### src/source/usbCtrlPkg.sv
package usbCtrlPkg;

  // endpoint 0 packet geometry, full speed
  localparam int MAX_PKT = 8;           // bMaxPacketSize0
  localparam int IDX_W = 3;             // byte index within one packet
  localparam int NBYTES_W = 4;          // holds 0..MAX_PKT inclusive

  typedef logic [7:0] byteT;
  typedef logic [IDX_W-1:0] idxT;
  typedef logic [NBYTES_W-1:0] nBytesT;
  typedef logic [8*MAX_PKT-1:0] pktT;   // byte 0 in low bits, sent first
  typedef logic [6:0] devAddrT;
  typedef logic [6:0] lenT;             // descriptors stay under 128 bytes
  typedef logic [4:0] pktCntT;

  // device identity
  // usbserial driver binds on this exact pair
  localparam logic [15:0] VENDOR_ID = 16'h1337;
  localparam logic [15:0] PRODUCT_ID = 16'hf055;

  // descriptor sizes in bytes
  localparam int DEVICE_BLENGTH = 18;
  localparam int CONFIG_WTOTALLENGTH = 32;  // config + interface + 2 endpoints

  // standard request codes, bRequest
  localparam byteT BREQUEST_SET_ADDRESS = 8'd5;
  localparam byteT BREQUEST_GET_DESCRIPTOR = 8'd6;

  // descriptor types, wValue high byte on GET_DESCRIPTOR
  localparam byteT DESCTYPE_DEVICE = 8'd1;
  localparam byteT DESCTYPE_CONFIGURATION = 8'd2;
  localparam byteT DESCTYPE_INTERFACE = 8'd4;
  localparam byteT DESCTYPE_ENDPOINT = 8'd5;

  // endpoint bmAttributes transfer type
  localparam byteT ENDPTYPE_BULK = 8'd2;

  // class code, vendor specific
  localparam byteT BASECLASS_VENDOR = 8'hff;

  // bit positions in i_txnType
  // the transactor holds these for a whole transaction
  localparam int TXN_SETUP = 2;
  localparam int TXN_OUT = 1;
  localparam int TXN_IN = 0;

endpackage

### src/source/setupCapture.sv
`timescale 1ns/1ps

module setupCapture (
  input  logic                 i_clk,
  input  logic                 i_reset,

  input  logic                 i_setupAccept,  // setup data packet ACKed
  input  usbCtrlPkg::nBytesT   i_rdNBytes,     // bytes held by rx buffer
  input  usbCtrlPkg::byteT     i_rdByte,       // one cycle after o_rdEn

  output logic                 o_rdEn,
  output usbCtrlPkg::idxT      o_rdIdx,

  output logic                 o_setupDone,    // fields valid from here
  output usbCtrlPkg::byteT     o_bRequest,
  output logic                 o_dirIn,        // bmRequestType[7]
  output logic [15:0]          o_wValue,
  output logic [15:0]          o_wLength
);

  usbCtrlPkg::nBytesT rdNBytes;   // byte count latched at accept
  usbCtrlPkg::nBytesT rdIdx;      // one wider than idxT, reaches MAX_PKT
  usbCtrlPkg::idxT    pushIdx;    // position of the byte now on i_rdByte
  logic               push;       // i_rdByte is valid this cycle
  logic               setupInflight;
  logic               lastPush;

  // keep reading until the index catches the count
  assign o_rdEn = (rdIdx != rdNBytes);
  assign o_rdIdx = usbCtrlPkg::idxT'(rdIdx);

  assign lastPush = push && !o_rdEn;

  always_ff @(posedge i_clk) begin
    if (i_reset) begin
      rdNBytes <= '0;
      rdIdx <= '0;
      push <= 1'b0;
      setupInflight <= 1'b0;
      o_setupDone <= 1'b0;
    end else begin
      push <= o_rdEn;
      o_setupDone <= setupInflight && lastPush;  // same edge as final byte store
      if (i_setupAccept) begin
        rdNBytes <= i_rdNBytes;
        rdIdx <= '0;
      end else if (o_rdEn) begin
        rdIdx <= rdIdx + 1'b1;
      end
      if (i_setupAccept)
        setupInflight <= 1'b1;
      else if (lastPush)
        setupInflight <= 1'b0;
    end
  end

  // request fields by byte position, wIndex not kept
  always_ff @(posedge i_clk) begin
    pushIdx <= o_rdIdx;
    if (push) begin
      case (pushIdx)
        3'd0: o_dirIn <= i_rdByte[7];          // bmRequestType
        3'd1: o_bRequest <= i_rdByte;
        3'd2: o_wValue[7:0] <= i_rdByte;
        3'd3: o_wValue[15:8] <= i_rdByte;      // descriptor type on GET_DESCRIPTOR
        3'd6: o_wLength[7:0] <= i_rdByte;
        3'd7: o_wLength[15:8] <= i_rdByte;
        default: ;                             // wIndex bytes dropped
      endcase
    end
  end

endmodule

### config.mk
export PLATFORM = sky130hd
export DESIGN_NAME = setupCapture
export DESIGN_NICKNAME = d
export VERILOG_FILES = /design/src/source/usbCtrlPkg.sv /design/src/source/setupCapture.sv
export SDC_FILE = /design/constraint.sdc
export NUM_CORES = 1
export LEC_CHECK = 0
export BUFFER_PORTS_ARGS = -buffer_cell sky130_fd_sc_hd__buf_2
export CORE_MARGIN = 3
export CORE_UTILIZATION = 52
export DETAILED_ROUTE_END_ITERATION = 16
export PLACE_DENSITY = 0.88
export SKIP_LAST_GASP = 1
export SLEW_MARGIN = 40
export SYNTH_ARGS = -nofsm -noshare
export SYNTH_HDL_FRONTEND = slang
export SYNTH_SLANG_ARGS = --single-unit
### constraint.sdc
create_clock -name i_clk -period 3.65 [get_ports i_clk]
set_input_delay 0.5475 -clock i_clk [delete_from_list [all_inputs] [get_ports i_clk]]
set_output_delay 0.5475 -clock i_clk [all_outputs]
set_load 0.005 [all_outputs]
==> results.yml <==
cts:
  h-tree-depth: 2
  clkSinkCount: 55
  cts-root-buf: "clkbuf_4"
  ctsHoldBuffers: 0
  clockBufferDepth: 2
  cts_tree: "built"
  cts_made_buffers: 5
  clk_latency_ns: 0.35
  cts_resized: 0
  post_cts_buffers: 0
  cts.clk_slew.worst_paths_ns: 0.14
finish:
  final_nets: 183
  design_area_sq_mm: 0.002247
  diodes: 0
  fin_util: 0.7016
  drive_gt1_frac: 0.4251
  syn_to_final_growth_pct: 22.68
timing:
  post-route-period-util: 0.6332
  finalSetupTns_ns: 0
  setup_viol: 0
  worst_pin_slew_ns: 0.7788
  final.min_clock_period_ns: 2.311
  timing.fmax_mhz: 432.7
  maxSlewHeadroom: 0.4789
  fin_skew_ns: 0.007564
  finalHoldViolCount: 0
  slew_violations: 0
  rsz0062_at_grt: "no"
logic_synthesis:
  synth_warnings: 0
  synth_seq_area_share: 0.8251
  syn_inst: 103
  synth_area_sq_mm: 0.001832
  yosysUniqueCellTypes: 22
  syn_nets: 119
  synth-seq-cells: 55
  syn_avg_cell_area_sq_um: 17.78
die:
  fp.coreArea_sq_mm: 0.003203
  die-height_um: 65.35
  die-area_sq_mm: 0.004271
  start_util: 0.5719
  die_w_um: 65.35
  io_pins: 61
  row_count: 20
pwr:
  max-vdd-ir-drop_mv: 0.3341
  p_leak_nw: 0.9059
  powerDensity_mw_per_mm2: 470.8
min_path:
  hold_start: "i_rdByte[4]"
  holdPathStages: 1
  worstHoldPathType: "in2reg"
  hold_path_end: "o_bRequest[4]"
worst_setup_path:
  slowest_delay_ns: 0.55
  crit_required_ns: 3.10
  critPathLaunchType: "flip-flop"
  critPathKind: "reg2out"
  reg2reg_depth: 4
  arrival_ns: 1.76
  r2r_setup_slack_ns: 2.03
  r2r_end: "rdIdx[2]"
  cp.buffers_inverters: 2
  r2r_start: "rdIdx[1]"
  crit_path_end_kind: "output pin"
  critPathMaxFanout: 9
  path_cells: "xor2_1, nor4_4, inv_1, buf_2"
  critPathTopFamily: "simple AND/OR/NAND/NOR gates"
  crit_start: "rdIdx[1]"
  cp_slowest_cell: "nor4_4"
route:
  routed_wl_um: 3163
  avgRoutedWirePerCell_um: 14.99
  drt_iter0_drc: 42
  viasPerCell: 5.000
  ant_nets: 0
  dr.pass1.iters: 3
  route.detailed.drc: 0
  vias: 1055
grt:
  antenna_found_initial: 0
  grt_first_pass_wirelength_um: 5085
  grt_pass1_vias: 1055
  track_usage: 0.1624
  grt_overflow: 0
  grt_max_degree: 17
run:
  drv_cap: 0
placement:
  gp_congestion: 0.7289
  port_buffers: 60
  postPlaceCellArea_sq_mm: 0.002172
  dp_hpwl_um: 2410
outcome:
  outcome: "completed"
metal layers:
metal / GRT usage / wire (um)
met4: 0.04663 / 25
met3: 0.04103 / 239
met5: 0 / 0
met1: 0.1939 / 1327
met2: 0.2895 / 1570
logic make-up after synthesis:
| logic type | Yosys count | share of synthesized area |
|---|---|---|
| DFF | 55 | 0.8251 |
| and+or+nand+nor | 24 | 0.07582 |
| buffers and inverters | 8 | 0.02254 |
| AOI/OAI and AO/OA | 5 | 0.01844 |
| xor gates and xnor gates | 5 | 0.02391 |
| muxes | 5 | 0.02732 |
| adders and majority gates | 1 | 0.006830 |
power breakdown:
part | internal, mW | switching [mW]
logic | 0.0256 | 0.0341
registers | 0.685 | 0.00990
clock network | 0.141 | 0.163
worst max path at each step:
stage,end,slack (ns),cells after the start
after CTS,o_rdEn,1.30,4
after floorplan,o_rdEn,2.02,3
after global routing,o_rdEn,1.14,4
after detailed placement,o_rdEn,1.72,4
final,o_rdEn,1.34,4
after global placement,o_rdEn,1.82,4
per-stage QoR:
step	hold WS (ns)	power (mW)	std cells	setup WS, ns
2_1_floorplan	0.3912	0.7431	103	2.018
3_3_place_gp	0.4056	0.7645	204	1.815
3_5_place_dp	0.4205	0.7693	204	1.719
4_1_cts	0.3973	1.067	211	1.300
5_1_grt	0.3835	1.110	211	1.143
6_report	0.4112	1.058	211	1.339
area by class of cell:
| class | instances | area, sq um |
|---|---|---|
| Clock buffer | 5 | 37.54 |
| Clock inverter | 2 | 37.54 |
| Fill cell | 242 | 955.9 |
| Inverter | 3 | 11.26 |
| Multi-Input combinational cell | 40 | 279.0 |
| Sequential cell | 55 | 1511 |
| Tap cell | 44 | 55.05 |
| Timing Repair Buffer | 62 | 315.3 |
cells in the final DEF, fill, tap and decap left out:
master      instances
nor3b_1             1
or3_1               2
a311oi_1            1
nor4_4              1
clkinvlp_4          1
edfxtp_1           41
o21ai_0             2
nand3_1             1
a21boi_0            2
nor3_2              1
nand2b_1            2
nor2_1              9
mux2i_1             5
nor3_1              4
and4_1              1
ha_1                1
nand2_1             2
clkbuf_4            5
buf_2              60
bufinv_16           1
dfxtp_1            14
inv_1               3
buf_4               2
xor2_1              5
flip-flops by register name, indices dropped and copies added, names as in the netlist:
name and flops:
o_setupDone 1, setupInflight 1, rdNBytes 4, rdIdx 4, o_wLength 16, push 1
o_bRequest 8, pushIdx 3, o_wValue 16, o_dirIn 1
Yosys cell counts, drive strengths merged:
| cell type | count | area, sq um |
|---|---|---|
| edfxtp | 41 | 1231 |
| ha | 1 | 12.51 |
| o21ai | 2 | 10.01 |
| nand2b | 2 | 12.51 |
| nor4 | 1 | 21.27 |
| nor3 | 5 | 30.03 |
| a21boi | 2 | 15.01 |
| or3 | 2 | 12.51 |
| buf | 4 | 26.27 |
| xor2 | 5 | 43.79 |
| dfxtp | 14 | 280.3 |
| inv | 3 | 11.26 |
| nand3 | 1 | 5.000 |
| nor3b | 1 | 7.510 |
| nor2 | 9 | 33.78 |
| mux2i | 5 | 50.05 |
| a311oi | 1 | 8.760 |
| clkbuf | 1 | 3.750 |
| and4 | 1 | 8.760 |
| nand2 | 2 | 7.510 |
Note: power is estimated with default switching activity, not from simulation.
