==> config.mk <==
export PLATFORM = sky130hd
export DESIGN_NAME = ctrlTransferControl
export DESIGN_NICKNAME = d
export VERILOG_FILES = /design/src/source/usbCtrlPkg.sv /design/src/source/ctrlTransferControl.sv
export SDC_FILE = /design/constraint.sdc
export NUM_CORES = 1
export LEC_CHECK = 0
export ABC_CLOCK_PERIOD_IN_PS = 2340
export BUFFER_PORTS_ARGS = -buffer_cell sky130_fd_sc_hd__buf_2
export CAP_MARGIN = 20
export CORE_UTILIZATION = 27
export CTS_BUF_LIST = sky130_fd_sc_hd__clkbuf_8
export DETAILED_ROUTE_END_ITERATION = 10
export PLACE_DENSITY = 0.67
export SETUP_SLACK_MARGIN = 0.2
export SYNTH_ARGS = -nofsm -noshare
export SYNTH_HDL_FRONTEND = slang
export SYNTH_SLANG_ARGS = --single-unit
==> constraint.sdc <==
create_clock -name i_clk -period 2.34 [get_ports i_clk]
set_input_delay 0.117 -clock i_clk [delete_from_list [all_inputs] [get_ports i_clk]]
set_output_delay 0.117 -clock i_clk [all_outputs]
set_load 0.01 [all_outputs]
==> src/source/usbCtrlPkg.sv <==
package usbCtrlPkg;

  // endpoint 0 packet geometry, full speed
  localparam int MAX_PKT = 8;           // bMaxPacketSize0
  localparam int IDX_W = 3;             // byte index within one packet
  localparam int NBYTES_W = 4;          // holds 0..MAX_PKT inclusive

  typedef logic [7:0] byteT;
  typedef logic [IDX_W-1:0] idxT;
  typedef logic [NBYTES_W-1:0] nBytesT;
  typedef logic [8*MAX_PKT-1:0] pktT;   // byte 0 in low bits, sent first
  typedef logic [6:0] devAddrT;
  typedef logic [6:0] lenT;             // descriptors stay under 128 bytes
  typedef logic [4:0] pktCntT;

  // device identity
  // usbserial driver binds on this exact pair
  localparam logic [15:0] VENDOR_ID = 16'h1337;
  localparam logic [15:0] PRODUCT_ID = 16'hf055;

  // descriptor sizes in bytes
  localparam int DEVICE_BLENGTH = 18;
  localparam int CONFIG_WTOTALLENGTH = 32;  // config + interface + 2 endpoints

  // standard request codes, bRequest
  localparam byteT BREQUEST_SET_ADDRESS = 8'd5;
  localparam byteT BREQUEST_GET_DESCRIPTOR = 8'd6;

  // descriptor types, wValue high byte on GET_DESCRIPTOR
  localparam byteT DESCTYPE_DEVICE = 8'd1;
  localparam byteT DESCTYPE_CONFIGURATION = 8'd2;
  localparam byteT DESCTYPE_INTERFACE = 8'd4;
  localparam byteT DESCTYPE_ENDPOINT = 8'd5;

  // endpoint bmAttributes transfer type
  localparam byteT ENDPTYPE_BULK = 8'd2;

  // class code, vendor specific
  localparam byteT BASECLASS_VENDOR = 8'hff;

  // bit positions in i_txnType
  // the transactor holds these for a whole transaction
  localparam int TXN_SETUP = 2;
  localparam int TXN_OUT = 1;
  localparam int TXN_IN = 0;

endpackage

==> src/source/ctrlTransferControl.sv <==
`timescale 1ns/1ps

module ctrlTransferControl (
  input  logic                 i_clk,
  input  logic                 i_reset,

  input  logic [2:0]           i_txnType,    // {SETUP, OUT, IN}
  input  logic                 i_er0Valid,
  input  logic                 i_et0Ready,   // host ACKed our data

  // latched setup request
  input  logic                 i_setupDone,
  input  usbCtrlPkg::byteT     i_bRequest,
  input  logic                 i_dirIn,
  input  logic [15:0]          i_wValue,
  input  logic [15:0]          i_wLength,

  input  logic                 i_descKnown,
  input  logic                 i_readDone,   // read stage still has a packet
  input  usbCtrlPkg::nBytesT   i_et0NBytes,

  output logic                 o_setupAccept,
  output logic                 o_er0Ready,
  output logic                 o_er0Stall,
  output logic                 o_et0Valid,
  output logic                 o_et0Stall,
  output logic                 o_beginTfr,
  output usbCtrlPkg::devAddrT  o_devAddr
);

  logic erAccept;
  logic etAccept;
  logic rcvdOut;          // any OUT data accepted ends the read status stage
  logic sentZeroLenIn;    // zero-length IN ACKed by host
  logic beginTfr;
  logic tfrNoData;        // setup and status stages only
  logic tfrRead;          // setup, data in and status stages
  logic et0Stall;
  logic er0Stall;
  logic addrValid;        // sticky once the first address lands
  usbCtrlPkg::devAddrT devAddr;
  logic isSetAddress;
  logic isGetDescriptor;
  logic supported;
  logic wLengthZero;

  assign erAccept = o_er0Ready && i_er0Valid;
  assign etAccept = i_et0Ready && o_et0Valid;

  assign o_setupAccept = i_txnType[usbCtrlPkg::TXN_SETUP] && erAccept;
  assign rcvdOut = i_txnType[usbCtrlPkg::TXN_OUT] && erAccept;
  assign sentZeroLenIn = i_txnType[usbCtrlPkg::TXN_IN] && etAccept &&
                         (i_et0NBytes == '0);

  // request decode
  assign isSetAddress = (i_bRequest == usbCtrlPkg::BREQUEST_SET_ADDRESS);
  assign isGetDescriptor = (i_bRequest == usbCtrlPkg::BREQUEST_GET_DESCRIPTOR);
  assign supported = isSetAddress || (isGetDescriptor && i_descKnown);
  assign wLengthZero = (i_wLength == '0);

  // each new setup replaces the old transfer state
  always_ff @(posedge i_clk) begin
    if (i_reset) begin
      beginTfr <= 1'b0;
      tfrNoData <= 1'b0;
      tfrRead <= 1'b0;
      et0Stall <= 1'b0;
      er0Stall <= 1'b0;
    end else begin
      beginTfr <= i_setupDone;  // fields settled one cycle earlier
      if (beginTfr)
        tfrNoData <= wLengthZero;
      else if (sentZeroLenIn)
        tfrNoData <= 1'b0;      // status stage done
      if (beginTfr)
        tfrRead <= !wLengthZero && i_dirIn && supported;
      else if (rcvdOut)
        tfrRead <= 1'b0;        // host status OUT
      // stalls hold until the next setup
      if (beginTfr) begin
        et0Stall <= !wLengthZero && i_dirIn && !supported;
        er0Stall <= !wLengthZero && !i_dirIn;  // write stage never supported
      end
    end
  end

  // address applies only after status stage of SET_ADDRESS
  always_ff @(posedge i_clk) begin
    if (i_reset)
      addrValid <= 1'b0;
    else if (sentZeroLenIn && tfrNoData && isSetAddress)
      addrValid <= 1'b1;
  end

  always_ff @(posedge i_clk) begin
    if (sentZeroLenIn && tfrNoData && isSetAddress)
      devAddr <= i_wValue[6:0];
  end

  assign o_devAddr = addrValid ? devAddr : '0;

  // setup always ACKed and OUT only as read status
  assign o_er0Ready = i_txnType[usbCtrlPkg::TXN_SETUP] || tfrRead;

  // NAK once read data runs out until the status OUT
  assign o_et0Valid = tfrNoData || (tfrRead && i_readDone);

  assign o_et0Stall = et0Stall;
  assign o_er0Stall = er0Stall;
  assign o_beginTfr = beginTfr;

endmodule

==> results.toml <==
[synthesis]
synth_top_area_share_pct = 35.74
yosys_warnings = 0
synth_seq_cells = 13
synth_common_cells = "8 x and2_1, 7 x edfxtp_1, 6 x dfxtp_1, 6 x nor4_1, 5 x nand2_1"
yosys.area.top_type = "edfxtp_1"
synthDistinctLibCells = 22
synth_most_common_cell = "and2_1"
synth_edf_count = 7
syn_area_per_cell_um2 = 10.89
async_flop_share_pct = 0
synthFlopType = "edfxtp_1"
syn-num-nets = 109
seq_area_frac_synth_pct = 56.17
synthTopCellsByArea = "edfxtp_1 36%, dfxtp_1 20%, and2_1 8.5%"
synthCells = 54
syn-cell-area_um2 = 588.1

[clock_tree]
clk-insertion-delay-late_ns = 0.23
htree_levels = 1
clk_pin_slew_ns = 0.05
clock_tree.root_cell = "clkbuf_8"
clockBufferDepth = 2
cts_resized = 0
hold_buffers = 0
cts_tree = "built"
numCtsBuffers = 3
cts_setup_buffers = 0
clkSinkCount = 13

[placed_design]
preCtsSetupSlack_ns = 0.9705
gp_congestion = 0.7538
placed_cell_area_um2 = 919.6
numPortBuffers = 58

[run]
maxCapViolCount = 0

[timing]
worst_pin_slew_ns = 0.2611
rsz0062_at_grt = "false"
final-setup-viol-count = 0
slew_headroom_pct = 82.43
clock-skew-final_ns = 0.002160
max_freq_ghz = 0.9005
final_max_slew_viol_count = 0
finalHoldViolations = 0
setup_tns_ns = 0
layout_setup_ws_ns = 1.230
timing.final.crit_share_pct = 47.46
fin_hold_ws_ns = 0.05784
final.min_clock_period_ns = 1.110

[finish]
drive_above_1_share_pct = 54.70
n_antenna_cell = 0
final_net_count = 173
regArea_um2 = 330.3
multiInputGateArea_um2 = 254.0
stdcell_area_um2 = 964.7
syn2layout_area_growth_pct = 64.04
n_fill_cell = 208

[floorplanning]
core_area_um2 = 2002
design.die.area_um2 = 2369
rows = 16
initial_core_util_pct = 29.37
ioPinCount = 68
die_x_um = 48.67
chipHeight_um = 48.67

[worst_setup_path]
cp.required_ns = 2.28
startpoint_type = "primary input"
crit_fanout = 8
end_kind = "register"
path_class = "primary input to register"
arrival_ns = 1.05

[power]
p_int_uw = 394.2
net-switching-power_uw = 94.32
power_frac_comb_pct = 11.9
pwr-share-clk_pct = 37.9
p_leak_uw = 0.0004957
power_uw = 488.6
p_seq_share_pct = 50.2
ir_drop_mv = 0.2998
p_sw_share_pct = 19.31
p_per_area_nw_per_um2 = 506.5

[global_routing]
antenna_found_initial = 0
grt_pass1_vias = 642
grt-ovfl-total = 0
track_usage_pct = 13.35
grt_pass1_wl_um = 2449
grt_max_degree = 9

[route]
viasPerCell = 4.583
drcViolationCount = 0
wl_per_cell_um = 10.39
drt_iter0_markers = 6
drtPass1Iterations = 4
vias = 660
antenna_left = 0
wirelength_um = 1496

[min_path]
hp-class = "primary input to register"

[outcome]
status = "complete, no violations"
-- metrics by stage --
step / cells / utilization, %
3_5_place_dp: 140 / 45.94
5_1_grt: 144 / 48.19
2_1_floorplan: 54 / -
3_3_place_gp: 140 / 45.94
6_report: 144 / 48.19
4_1_cts: 144 / 48.19
-- path summary, 6_finish.rpt --
path                       from          to  slack, ns  depth (start not counted)
setup / recovery  i_bRequest[5]  devAddr[0]       1.23                          5
hold reg to reg      o_er0Stall  o_er0Stall       0.46                          2
hold / removal      i_wValue[0]  devAddr[0]       0.06                          1
setup reg to reg      tfrNoData  devAddr[0]       1.30                          3
-- area by class of cell --
type                    count  area share [%]
clock inverters             1          0.3891
inverters                   1          0.3891
clock buffers               3           4.280
flip-flops and latches     13           34.24
multi-input cells          40           26.33
well taps                  27           3.502
repair buffers             59           30.87
-- per-layer routing --
metal / GRT usage (%) / wire length (um) / vias to the layer above
li1: - / - / 326
met1: 13.73 / 572 / 291
met2: 25.00 / 782 / 41
met3: 2.516 / 131 / 2
met4: 7.353 / 9 / 0
met5: 0 / 0 / -
-- worst max-delay path: stages --
cell and delay (ns):
buf_2 0.09, nor4_1 0.26, nand3b_1 0.13, nor4_2 0.25
buf_4 0.20
-- registers in the layout (all words and copies together), names as in the netlist --
signal	count
tfrRead	1
o_et0Stall	1
o_beginTfr	1
devAddr	7
tfrNoData	1
o_er0Stall	1
addrValid	1
-- cell usage in the layout (no fill, tap or decap), drive strengths merged, types with 2 or more instances in the layout --
| cell type | synthesis | routed |
|---|---|---|
| nand3b | 2 | 2 |
| edfxtp | 7 | 7 |
| nor2b | 2 | 2 |
| nand2 | 5 | 5 |
| clkbuf | 0 | 3 |
| nor4 | 7 | 7 |
| buf | 0 | 59 |
| inv | 1 | 2 |
| nor2 | 3 | 3 |
| nand3 | 2 | 2 |
| dfxtp | 6 | 6 |
| and2 | 8 | 8 |
-- power groups by stage --
| stage | clock network, uW | logic, uW | registers (uW) |
|---|---|---|---|
| 2_1_floorplan | 0 | 12.3 | 251 |
| 3_5_place_dp | 0 | 58.8 | 250 |
| 3_3_place_gp | 0 | 56.6 | 250 |
| 5_1_grt | 202 | 64.4 | 245 |
| 4_1_cts | 195 | 58.9 | 245 |
| 6_report | 185 | 58.3 | 245 |
-- kinds of logic after synthesis --
family	count (synthesis)	share of synthesized area [%]
simple gates	33	32.98
flops	13	56.17
compound gates	6	8.511
mux	1	1.702
buf+inv	1	0.6377
No activity file was read; power rests on OpenSTA's default activity.
