## config.mk

```make
export PLATFORM = sky130hd
export DESIGN_NAME = inDataSequencer
export DESIGN_NICKNAME = d
export VERILOG_FILES = /design/src/source/usbCtrlPkg.sv /design/src/source/inDataSequencer.sv
export SDC_FILE = /design/constraint.sdc
export NUM_CORES = 1
export LEC_CHECK = 0
export BUFFER_PORTS_ARGS = -buffer_cell sky130_fd_sc_hd__buf_2
export CORE_ASPECT_RATIO = 1.4
export CORE_MARGIN = 8
export CORE_UTILIZATION = 37
export DETAILED_ROUTE_END_ITERATION = 8
export HOLD_SLACK_MARGIN = 0.1
export PLACE_DENSITY = 0.88
export SLEW_MARGIN = 10
export SYNTH_ARGS = -nofsm -noshare
export SYNTH_HDL_FRONTEND = slang
export SYNTH_SLANG_ARGS = --single-unit
```

## constraint.sdc

```tcl
create_clock -name i_clk -period 3.6 [get_ports i_clk]
set_clock_uncertainty 0.15 [all_clocks]
set_input_delay 0.72 -clock i_clk [delete_from_list [all_inputs] [get_ports i_clk]]
set_output_delay 0.72 -clock i_clk [all_outputs]
set_load 0.01 [all_outputs]
```

## src/source/usbCtrlPkg.sv

```systemverilog
package usbCtrlPkg;

  // endpoint 0 packet geometry, full speed
  localparam int MAX_PKT = 8;           // bMaxPacketSize0
  localparam int IDX_W = 3;             // byte index within one packet
  localparam int NBYTES_W = 4;          // holds 0..MAX_PKT inclusive

  typedef logic [7:0] byteT;
  typedef logic [IDX_W-1:0] idxT;
  typedef logic [NBYTES_W-1:0] nBytesT;
  typedef logic [8*MAX_PKT-1:0] pktT;   // byte 0 in low bits, sent first
  typedef logic [6:0] devAddrT;
  typedef logic [6:0] lenT;             // descriptors stay under 128 bytes
  typedef logic [4:0] pktCntT;

  // device identity
  // usbserial driver binds on this exact pair
  localparam logic [15:0] VENDOR_ID = 16'h1337;
  localparam logic [15:0] PRODUCT_ID = 16'hf055;

  // descriptor sizes in bytes
  localparam int DEVICE_BLENGTH = 18;
  localparam int CONFIG_WTOTALLENGTH = 32;  // config + interface + 2 endpoints

  // standard request codes, bRequest
  localparam byteT BREQUEST_SET_ADDRESS = 8'd5;
  localparam byteT BREQUEST_GET_DESCRIPTOR = 8'd6;

  // descriptor types, wValue high byte on GET_DESCRIPTOR
  localparam byteT DESCTYPE_DEVICE = 8'd1;
  localparam byteT DESCTYPE_CONFIGURATION = 8'd2;
  localparam byteT DESCTYPE_INTERFACE = 8'd4;
  localparam byteT DESCTYPE_ENDPOINT = 8'd5;

  // endpoint bmAttributes transfer type
  localparam byteT ENDPTYPE_BULK = 8'd2;

  // class code, vendor specific
  localparam byteT BASECLASS_VENDOR = 8'hff;

  // bit positions in i_txnType
  // the transactor holds these for a whole transaction
  localparam int TXN_SETUP = 2;
  localparam int TXN_OUT = 1;
  localparam int TXN_IN = 0;

endpackage

```

## src/source/inDataSequencer.sv

```systemverilog
`timescale 1ns/1ps

module inDataSequencer (
  input  logic                 i_clk,
  input  logic                 i_reset,

  input  logic                 i_beginTfr,    // new request, restart
  input  logic                 i_etAccept,    // host ACKed current packet
  input  logic [15:0]          i_wLength,
  input  usbCtrlPkg::lenT      i_descLength,
  input  usbCtrlPkg::pktT      i_romPacket,

  output usbCtrlPkg::pktCntT   o_pktIdx,
  output usbCtrlPkg::pktT      o_et0Data,
  output usbCtrlPkg::nBytesT   o_et0DataNBytes,
  output logic                 o_readDone     // a packet, maybe empty, is due
);

  usbCtrlPkg::lenT    sendLen;    // descriptor clamped to wLength
  usbCtrlPkg::pktCntT pktIdx;
  int                 remaining;  // goes negative past the last packet

  always_ff @(posedge i_clk) begin
    if (i_reset) begin
      sendLen <= '0;
      pktIdx <= '0;
    end else if (i_beginTfr) begin
      pktIdx <= '0;
      if (i_wLength < {9'd0, i_descLength})
        sendLen <= usbCtrlPkg::lenT'(i_wLength);   // host asked for less
      else
        sendLen <= i_descLength;
    end else if (i_etAccept) begin
      pktIdx <= pktIdx + 1'b1;
    end
  end

  assign remaining = int'(sendLen) - int'(pktIdx) * usbCtrlPkg::MAX_PKT;

  // zero counts as due, exact multiples end with an empty packet
  assign o_readDone = (remaining >= 0);

  always_comb begin
    if (remaining >= usbCtrlPkg::MAX_PKT)
      o_et0DataNBytes = usbCtrlPkg::nBytesT'(usbCtrlPkg::MAX_PKT);
    else if (remaining > 0)
      o_et0DataNBytes = usbCtrlPkg::nBytesT'(remaining);   // short tail
    else
      o_et0DataNBytes = '0;
  end

  // blank bytes cut off by wLength
  always_comb begin
    o_et0Data = '0;
    for (int i = 0; i < usbCtrlPkg::MAX_PKT; i++)
      if (i < o_et0DataNBytes)
        o_et0Data[8*i +: 8] = i_romPacket[8*i +: 8];
  end

  assign o_pktIdx = pktIdx;

endmodule

```

==> results.sh, run 1 <==
export IMPL_fp_row_count=29
export IMPL_grt_antenna_before_repair=0
export IMPL_cp_data_arrival_time_ns=2.59
export IMPL_max_vdd_ir_drop_uv=160.6
export IMPL_grt_pass1_wl_um=10200
export IMPL_holdPathEnd="sendLen[3]"
export IMPL_num_vias=2278
export IMPL_ant_nets=0
export IMPL_ys_types=31
export IMPL_clkLatencyLatePin_ns=0.24
export IMPL_synthTopCellsByArea="a211oi_1, inv_1, dfxtp_1"
export IMPL_overflow=0
export IMPL_synth_seq_cells=12
export IMPL_dieWidth_um=73.59
export IMPL_yosysTopAreaCell="a211oi_1"
export IMPL_cp_start_kind="flop"
export IMPL_fp_dieH_um=96.63
export IMPL_cp_max_fo=30
export IMPL_wl_per_cell_um=14.63
export IMPL_nets=508
export IMPL_cp_end_kind="output port"
export IMPL_grt_pass1_vias=2162
export IMPL_drt_iter0_drc=74
export IMPL_worst_pin_slew_ns=0.8533
export IMPL_htree_levels=1
export IMPL_maxSlewHeadroom=0.4267
export IMPL_die_area_um2=7111
export IMPL_hold_violations=0
export IMPL_finish_instance_area_um2=2704
export IMPL_r2r_end="o_pktIdx[4]"
export IMPL_hold_path_cell_count=2
export IMPL_synth_warnings=0
export IMPL_syn_avg_cell_area_um2=6.955
export IMPL_path_cells="inv_1 -> ha_1 -> nor2b_1 -> o21a_1 -> or3_4 -> a2111oi_4 -> buf_4 -> buf_8 -> a211oi_1 -> buf_2"
export IMPL_netlist_area_um2=1718
export IMPL_core_area_um2=4499
export IMPL_mostFrequentLayoutCell="buf_2"
export IMPL_layout_common_cells="buf_2, inv_1, a211oi_1"
export IMPL_layout_drive_gt1_share=0.4480
export IMPL_clock_root_buffer="clkbuf_8"
export IMPL_fin_hold_ws_ns=0.3350
export IMPL_synth_top_area_share=0.2797
export IMPL_setup_viol=0
export IMPL_final_max_slew_viol_count=0
export IMPL_cts_buffers=3
export IMPL_synth_seq_area_share=0.1398
export IMPL_crit_path_top_delay_cell="or3_4"
export IMPL_rr_startpoint="o_pktIdx[1]"
export IMPL_r2r_cells=5
export IMPL_cap_viol_max_count=0
export IMPL_area_growth_pct=57.39
export IMPL_p_leak_nw=1.531
export IMPL_timing_final_ws_setup_ns=0.1424
export IMPL_placement_io_buffers=164
export IMPL_cts_tree="yes"
export IMPL_ctsLongestPathBuffers=2
export IMPL_min_period_over_period=0.9605
export IMPL_syn_inst=247
export IMPL_wl_um=6817
export IMPL_route_detailed_drc=0
export IMPL_dp_slack_ns=0.3093
export IMPL_nFillCells=415
export IMPL_min_period_ns=3.458
export IMPL_vias_per_cell=4.888
export IMPL_cp_required_ns=2.73
export IMPL_worstHoldStart="sendLen[3]"
export IMPL_r2r_slack_ns=2.29
export IMPL_syn_nets=350
export IMPL_io_pin_count=165
export IMPL_first_pass_iters=4
export IMPL_place_gp_congestion=0.8078
export IMPL_outcome="completed"
export IMPL_post_dp_hpwl_um=5549
export IMPL_worstHoldPathType="reg2reg"
export IMPL_clk_pin_slew_ns=0.05
export IMPL_fmax_mhz=289.2
export IMPL_clock_sinks=12
export IMPL_power_density_nw_per_um2=275.9
export IMPL_slowest_delay_ns=0.34
export IMPL_grt_max_degree=61
export IMPL_dpl_cell_area_um2=2603
export IMPL_worstSetupPathType="reg2out"
export IMPL_track_usage=0.1739
export IMPL_initial_core_util=0.3818
export IMPL_diodes=0
critical path, delay by kind of cell, from the launching register on:
| family | cells | cell delay, ns |
|---|---|---|
| adder cells (fa/ha/maj) | 1 | 0.27 |
| AND/OR/NAND/NOR | 2 | 0.47 |
| flip-flops | 1 | 0.33 |
| buffers and inverters | 4 | 0.64 |
| AO/OA/AOI/OAI | 3 | 0.63 |
timing repair:
item                       in CTS  in global routing
gates resized for setup         0                  4
setup endpoints to repair       0                 65
buffers inserted                0                  1
hold buffers                    0                  0
power by group:
part / switching, mW / internal, mW / leakage (nW)
logic: 0.255 / 0.199 / 1.40
clock network: 0.0484 / 0.0965 / 0.0288
registers: 0.00784 / 0.139 / 0.0987
registers in the layout, indices dropped and copies added (netlist names):
signal    cells
o_pktIdx      5
sendLen       7
per-stage QoR:
stage	utilization	power, mW	cells	TNS, ns
6_report	0.6009	0.7459	466	0
5_1_grt	0.6009	0.8026	466	-0.004595
4_1_cts	0.5907	0.7367	463	0
3_5_place_dp	0.5784	0.5876	459	0
3_3_place_gp	0.5784	0.5797	459	0
2_1_floorplan	-	0.3957	247	0
worst max-delay path by stage:
stage	from	end	slack, ns	cells past startpoint
4_1_cts	o_pktIdx[1]	o_et0DataNBytes[2]	0.02	9
3_5_place_dp	o_pktIdx[1]	o_et0DataNBytes[0]	0.31	9
5_1_grt	o_pktIdx[1]	o_et0DataNBytes[2]	-0.005	10
6_report	o_pktIdx[1]	o_et0Data[24]	0.14	10
3_3_place_gp	o_pktIdx[1]	o_et0DataNBytes[2]	0.38	9
2_1_floorplan	o_pktIdx[1]	o_et0DataNBytes[2]	0.36	8
cell usage after synthesis:
library cell and instances:
mux2i_1 8, o21a_1 4, nor2b_1 3, nor3_1 7
nand2_1 3, buf_2 4, and4bb_1 2, buf_4 3
inv_1 68, a21o_1 1, nor2_1 13, nor3b_1 9
buf_1 3, a2111oi_4 1, fa_1 1, clkinv_1 1
nand3_1 3, a221oi_2 1, xor2_1 2, clkbuf_1 9
nor4_1 2, dfxtp_1 12, a21oi_1 1, o21bai_1 1
ha_1 11, xnor2_1 3, or3_1 1, nand4b_1 1
o21ai_0 3, nand4_1 2, a211oi_1 64
cell families after synthesis:
kind of cell	after synthesis	synth area share
buffers and inverters	88	0.2017
AOI/OAI and AO/OA	76	0.3423
and+or+nand+nor	46	0.1522
adders and majority gates	12	0.09177
DFF	12	0.1398
muxes	8	0.04662
xor gates and xnor gates	5	0.02550
layer usage:
metal	track usage	wire, um	vias to the layer above
met5	0	0	-
met4	0.05100	77	0
met3	0.05165	701	7
met2	0.3096	3377	110
met1	0.1870	2661	993
li1	-	-	1168
cell type report:
| class | instances | area, um^2 | share of cell area |
|---|---|---|---|
| inverter | 69 | 259.0 | 0.09579 |
| tap | 62 | 77.57 | 0.02869 |
| timing repair buffer | 172 | 922.1 | 0.3410 |
| clock buffer | 4 | 55.05 | 0.02036 |
| multi-input combinational | 147 | 1150 | 0.4253 |
| sequential | 12 | 240.2 | 0.08885 |
Power figures use the tool's default switching activity.
==> run 2: changes to the inputs <==
--- a/config.mk
+++ b/config.mk
@@ -6,12 +6,14 @@
 export NUM_CORES = 1
 export LEC_CHECK = 0
 export BUFFER_PORTS_ARGS = -buffer_cell sky130_fd_sc_hd__buf_2
+export CELL_PAD_IN_SITES_DETAIL_PLACEMENT = 2
+export CELL_PAD_IN_SITES_GLOBAL_PLACEMENT = 2
 export CORE_ASPECT_RATIO = 1.4
 export CORE_MARGIN = 8
-export CORE_UTILIZATION = 37
+export CORE_UTILIZATION = 18
 export DETAILED_ROUTE_END_ITERATION = 8
 export HOLD_SLACK_MARGIN = 0.1
-export PLACE_DENSITY = 0.88
+export PLACE_DENSITY = 0.92
 export SLEW_MARGIN = 10
 export SYNTH_ARGS = -nofsm -noshare
 export SYNTH_HDL_FRONTEND = slang
==> constraint.sdc (replaced) <==
create_clock -name i_clk -period 4.4 [get_ports i_clk]
set_clock_uncertainty 0.15 [all_clocks]
set_input_delay 0.88 -clock i_clk [delete_from_list [all_inputs] [get_ports i_clk]]
set_output_delay 0.88 -clock i_clk [all_outputs]
set_load 0.01 [all_outputs]
==> results.sh, run 2 (synthesis results as in run 1) <==
export IMPL_outcome="completed"
export IMPL_io_pin_count=165
export IMPL_ant_nets=0
export IMPL_crit_path_top_delay_cell="buf_4"
export IMPL_first_pass_iters=3
export IMPL_min_period_ns=4.042
export IMPL_cp_max_fo=48
export IMPL_num_vias=2418
export IMPL_post_dp_hpwl_um=7559
export IMPL_rsz0062_at_grt="no"
export IMPL_grt_antenna_before_repair=0
export IMPL_worstHoldPathType="reg2reg"
export IMPL_vias_per_cell=4.750
export IMPL_placement_io_buffers=164
export IMPL_worst_pin_slew_ns=0.8669
export IMPL_largest_reg_flops=7
export IMPL_regMostFlops="sendLen"
export IMPL_grt_pass1_vias=2774
export IMPL_drt_iter0_drc=32
export IMPL_cts_buffers=3
export IMPL_fp_row_count=42
export IMPL_nets=503
export IMPL_nFillCells=1162
export IMPL_postCtsResizedCells=0
export IMPL_p_leak_nw=1.507
export IMPL_cp_end_kind="output port"
export IMPL_place_gp_congestion=0.7920
export IMPL_grt_max_degree=68
export IMPL_worstSetupPathType="reg2out"
export IMPL_post_cts_buffers=0
export IMPL_mostFrequentLayoutCell="buf_2"
export IMPL_overflow=0
export IMPL_wl_um=9116
export IMPL_fin_total_pwr_uw=670.6
export IMPL_clk_pin_slew_ns=0.04
export IMPL_layout_common_cells="buf_2, inv_1, a211oi_1"
export IMPL_die_area_um2=12970
export IMPL_fp_dieH_um=131.6
export IMPL_core_area_um2=9354
export IMPL_cap_viol_max_count=0
export IMPL_route_detailed_drc=0
export IMPL_min_period_over_period=0.9187
export IMPL_wl_per_cell_um=17.91
export IMPL_cp_data_arrival_time_ns=3.01
export IMPL_layout_drive_gt1_share=0.4361
export IMPL_r2r_slack_ns=3.09
export IMPL_htree_levels=1
export IMPL_fmax_mhz=247.4
export IMPL_initial_core_util=0.1837
export IMPL_path_cells="inv_1 -> ha_1 -> nor2b_1 -> o21a_1 -> or3_1 -> a2111oi_4 -> buf_4 -> and4bb_1 -> buf_2"
export IMPL_diodes=0
export IMPL_grt_pass1_wl_um=14520
export IMPL_max_vdd_ir_drop_uv=107.3
export IMPL_clkLatencyLatePin_ns=0.24
export IMPL_cp_start_kind="flop"
export IMPL_cts_hold_buf=0
export IMPL_worst_path_buf_inv=3
export IMPL_cp_required_ns=3.37
export IMPL_area_growth_pct=57.83
export IMPL_finalSetupTns_ns=0
export IMPL_power_density_nw_per_um2=247.3
export IMPL_cp_top_family="simple AND/OR/NAND/NOR gates"
export IMPL_setup_viol=0
export IMPL_cts_tree="yes"
export IMPL_clock_sinks=12
export IMPL_slowest_delay_ns=0.47
export IMPL_track_usage=0.1374
export IMPL_final_max_slew_viol_count=0
export IMPL_hold_violations=0
export IMPL_instances_no_fill=509
export IMPL_clock_root_buffer="clkbuf_16"
export IMPL_dieWidth_um=98.57
export IMPL_ctsLongestPathBuffers=2
export IMPL_maxSlewHeadroom=0.4159
export IMPL_place_inst=505
==> run 2: per-stage QoR <==
| step | area (um^2) | setup slack, ns | utilization | hold slack (ns) |
|---|---|---|---|---|
| 2_1_floorplan | 1718 | 0.9972 | - | 0.3131 |
| 3_3_place_gp | 2623 | 0.7400 | 0.2804 | 0.3288 |
| 3_5_place_dp | 2623 | 0.5953 | 0.2804 | 0.3509 |
| 4_1_cts | 2711 | 0.3086 | 0.2899 | 0.3530 |
| 5_1_grt | 2711 | 0.1538 | 0.2899 | 0.3873 |
| 6_report | 2711 | 0.3579 | 0.2899 | 0.3451 |
==> run 2: per-layer routing <==
metal / part of all wire / GRT usage / up-vias
met1: 0.35 / 0.1286 / 1130
li1: - / - / 1163
met2: 0.55 / 0.2686 / 110
met3: 0.080 / 0.04228 / 15
met5: 0 / 0 / -
met4: 0.023 / 0.04884 / 0
==> run 2: final timing paths <==
kind	from	depth (start not counted)	to
hold reg to reg	sendLen[3]	2	sendLen[3]
setup reg to reg	o_pktIdx[1]	4	o_pktIdx[4]
hold / removal	sendLen[3]	2	sendLen[3]
setup / recovery	o_pktIdx[1]	9	o_et0DataNBytes[1]
==> run 2: power breakdown <==
part           switching (mW)  leakage [nW]  internal [mW]  total [mW]
Clock                  0.0485        0.0442          0.137       0.186
Sequential            0.00794        0.0987          0.114       0.122
Combinational           0.216          1.36          0.146       0.363
Total                   0.273          1.51          0.398       0.671
==> run 2: worst min-delay path, delay by kind of cell (launching register included) <==
kind | cells | cell delay, ns
AND/OR/NAND/NOR | 1 | 0.09
AO/OA/AOI/OAI | 1 | 0.05
flip-flops | 1 | 0.30
==> run 2: final cells by class <==
cell class	instances	area, um^2	share of cell area
multi-input combinational	147	1142	0.4213
clock buffer	4	88.84	0.03276
sequential	12	240.2	0.08860
timing repair buffer	167	843.3	0.3110
tap	110	137.6	0.05076
inverter	69	259.0	0.09552
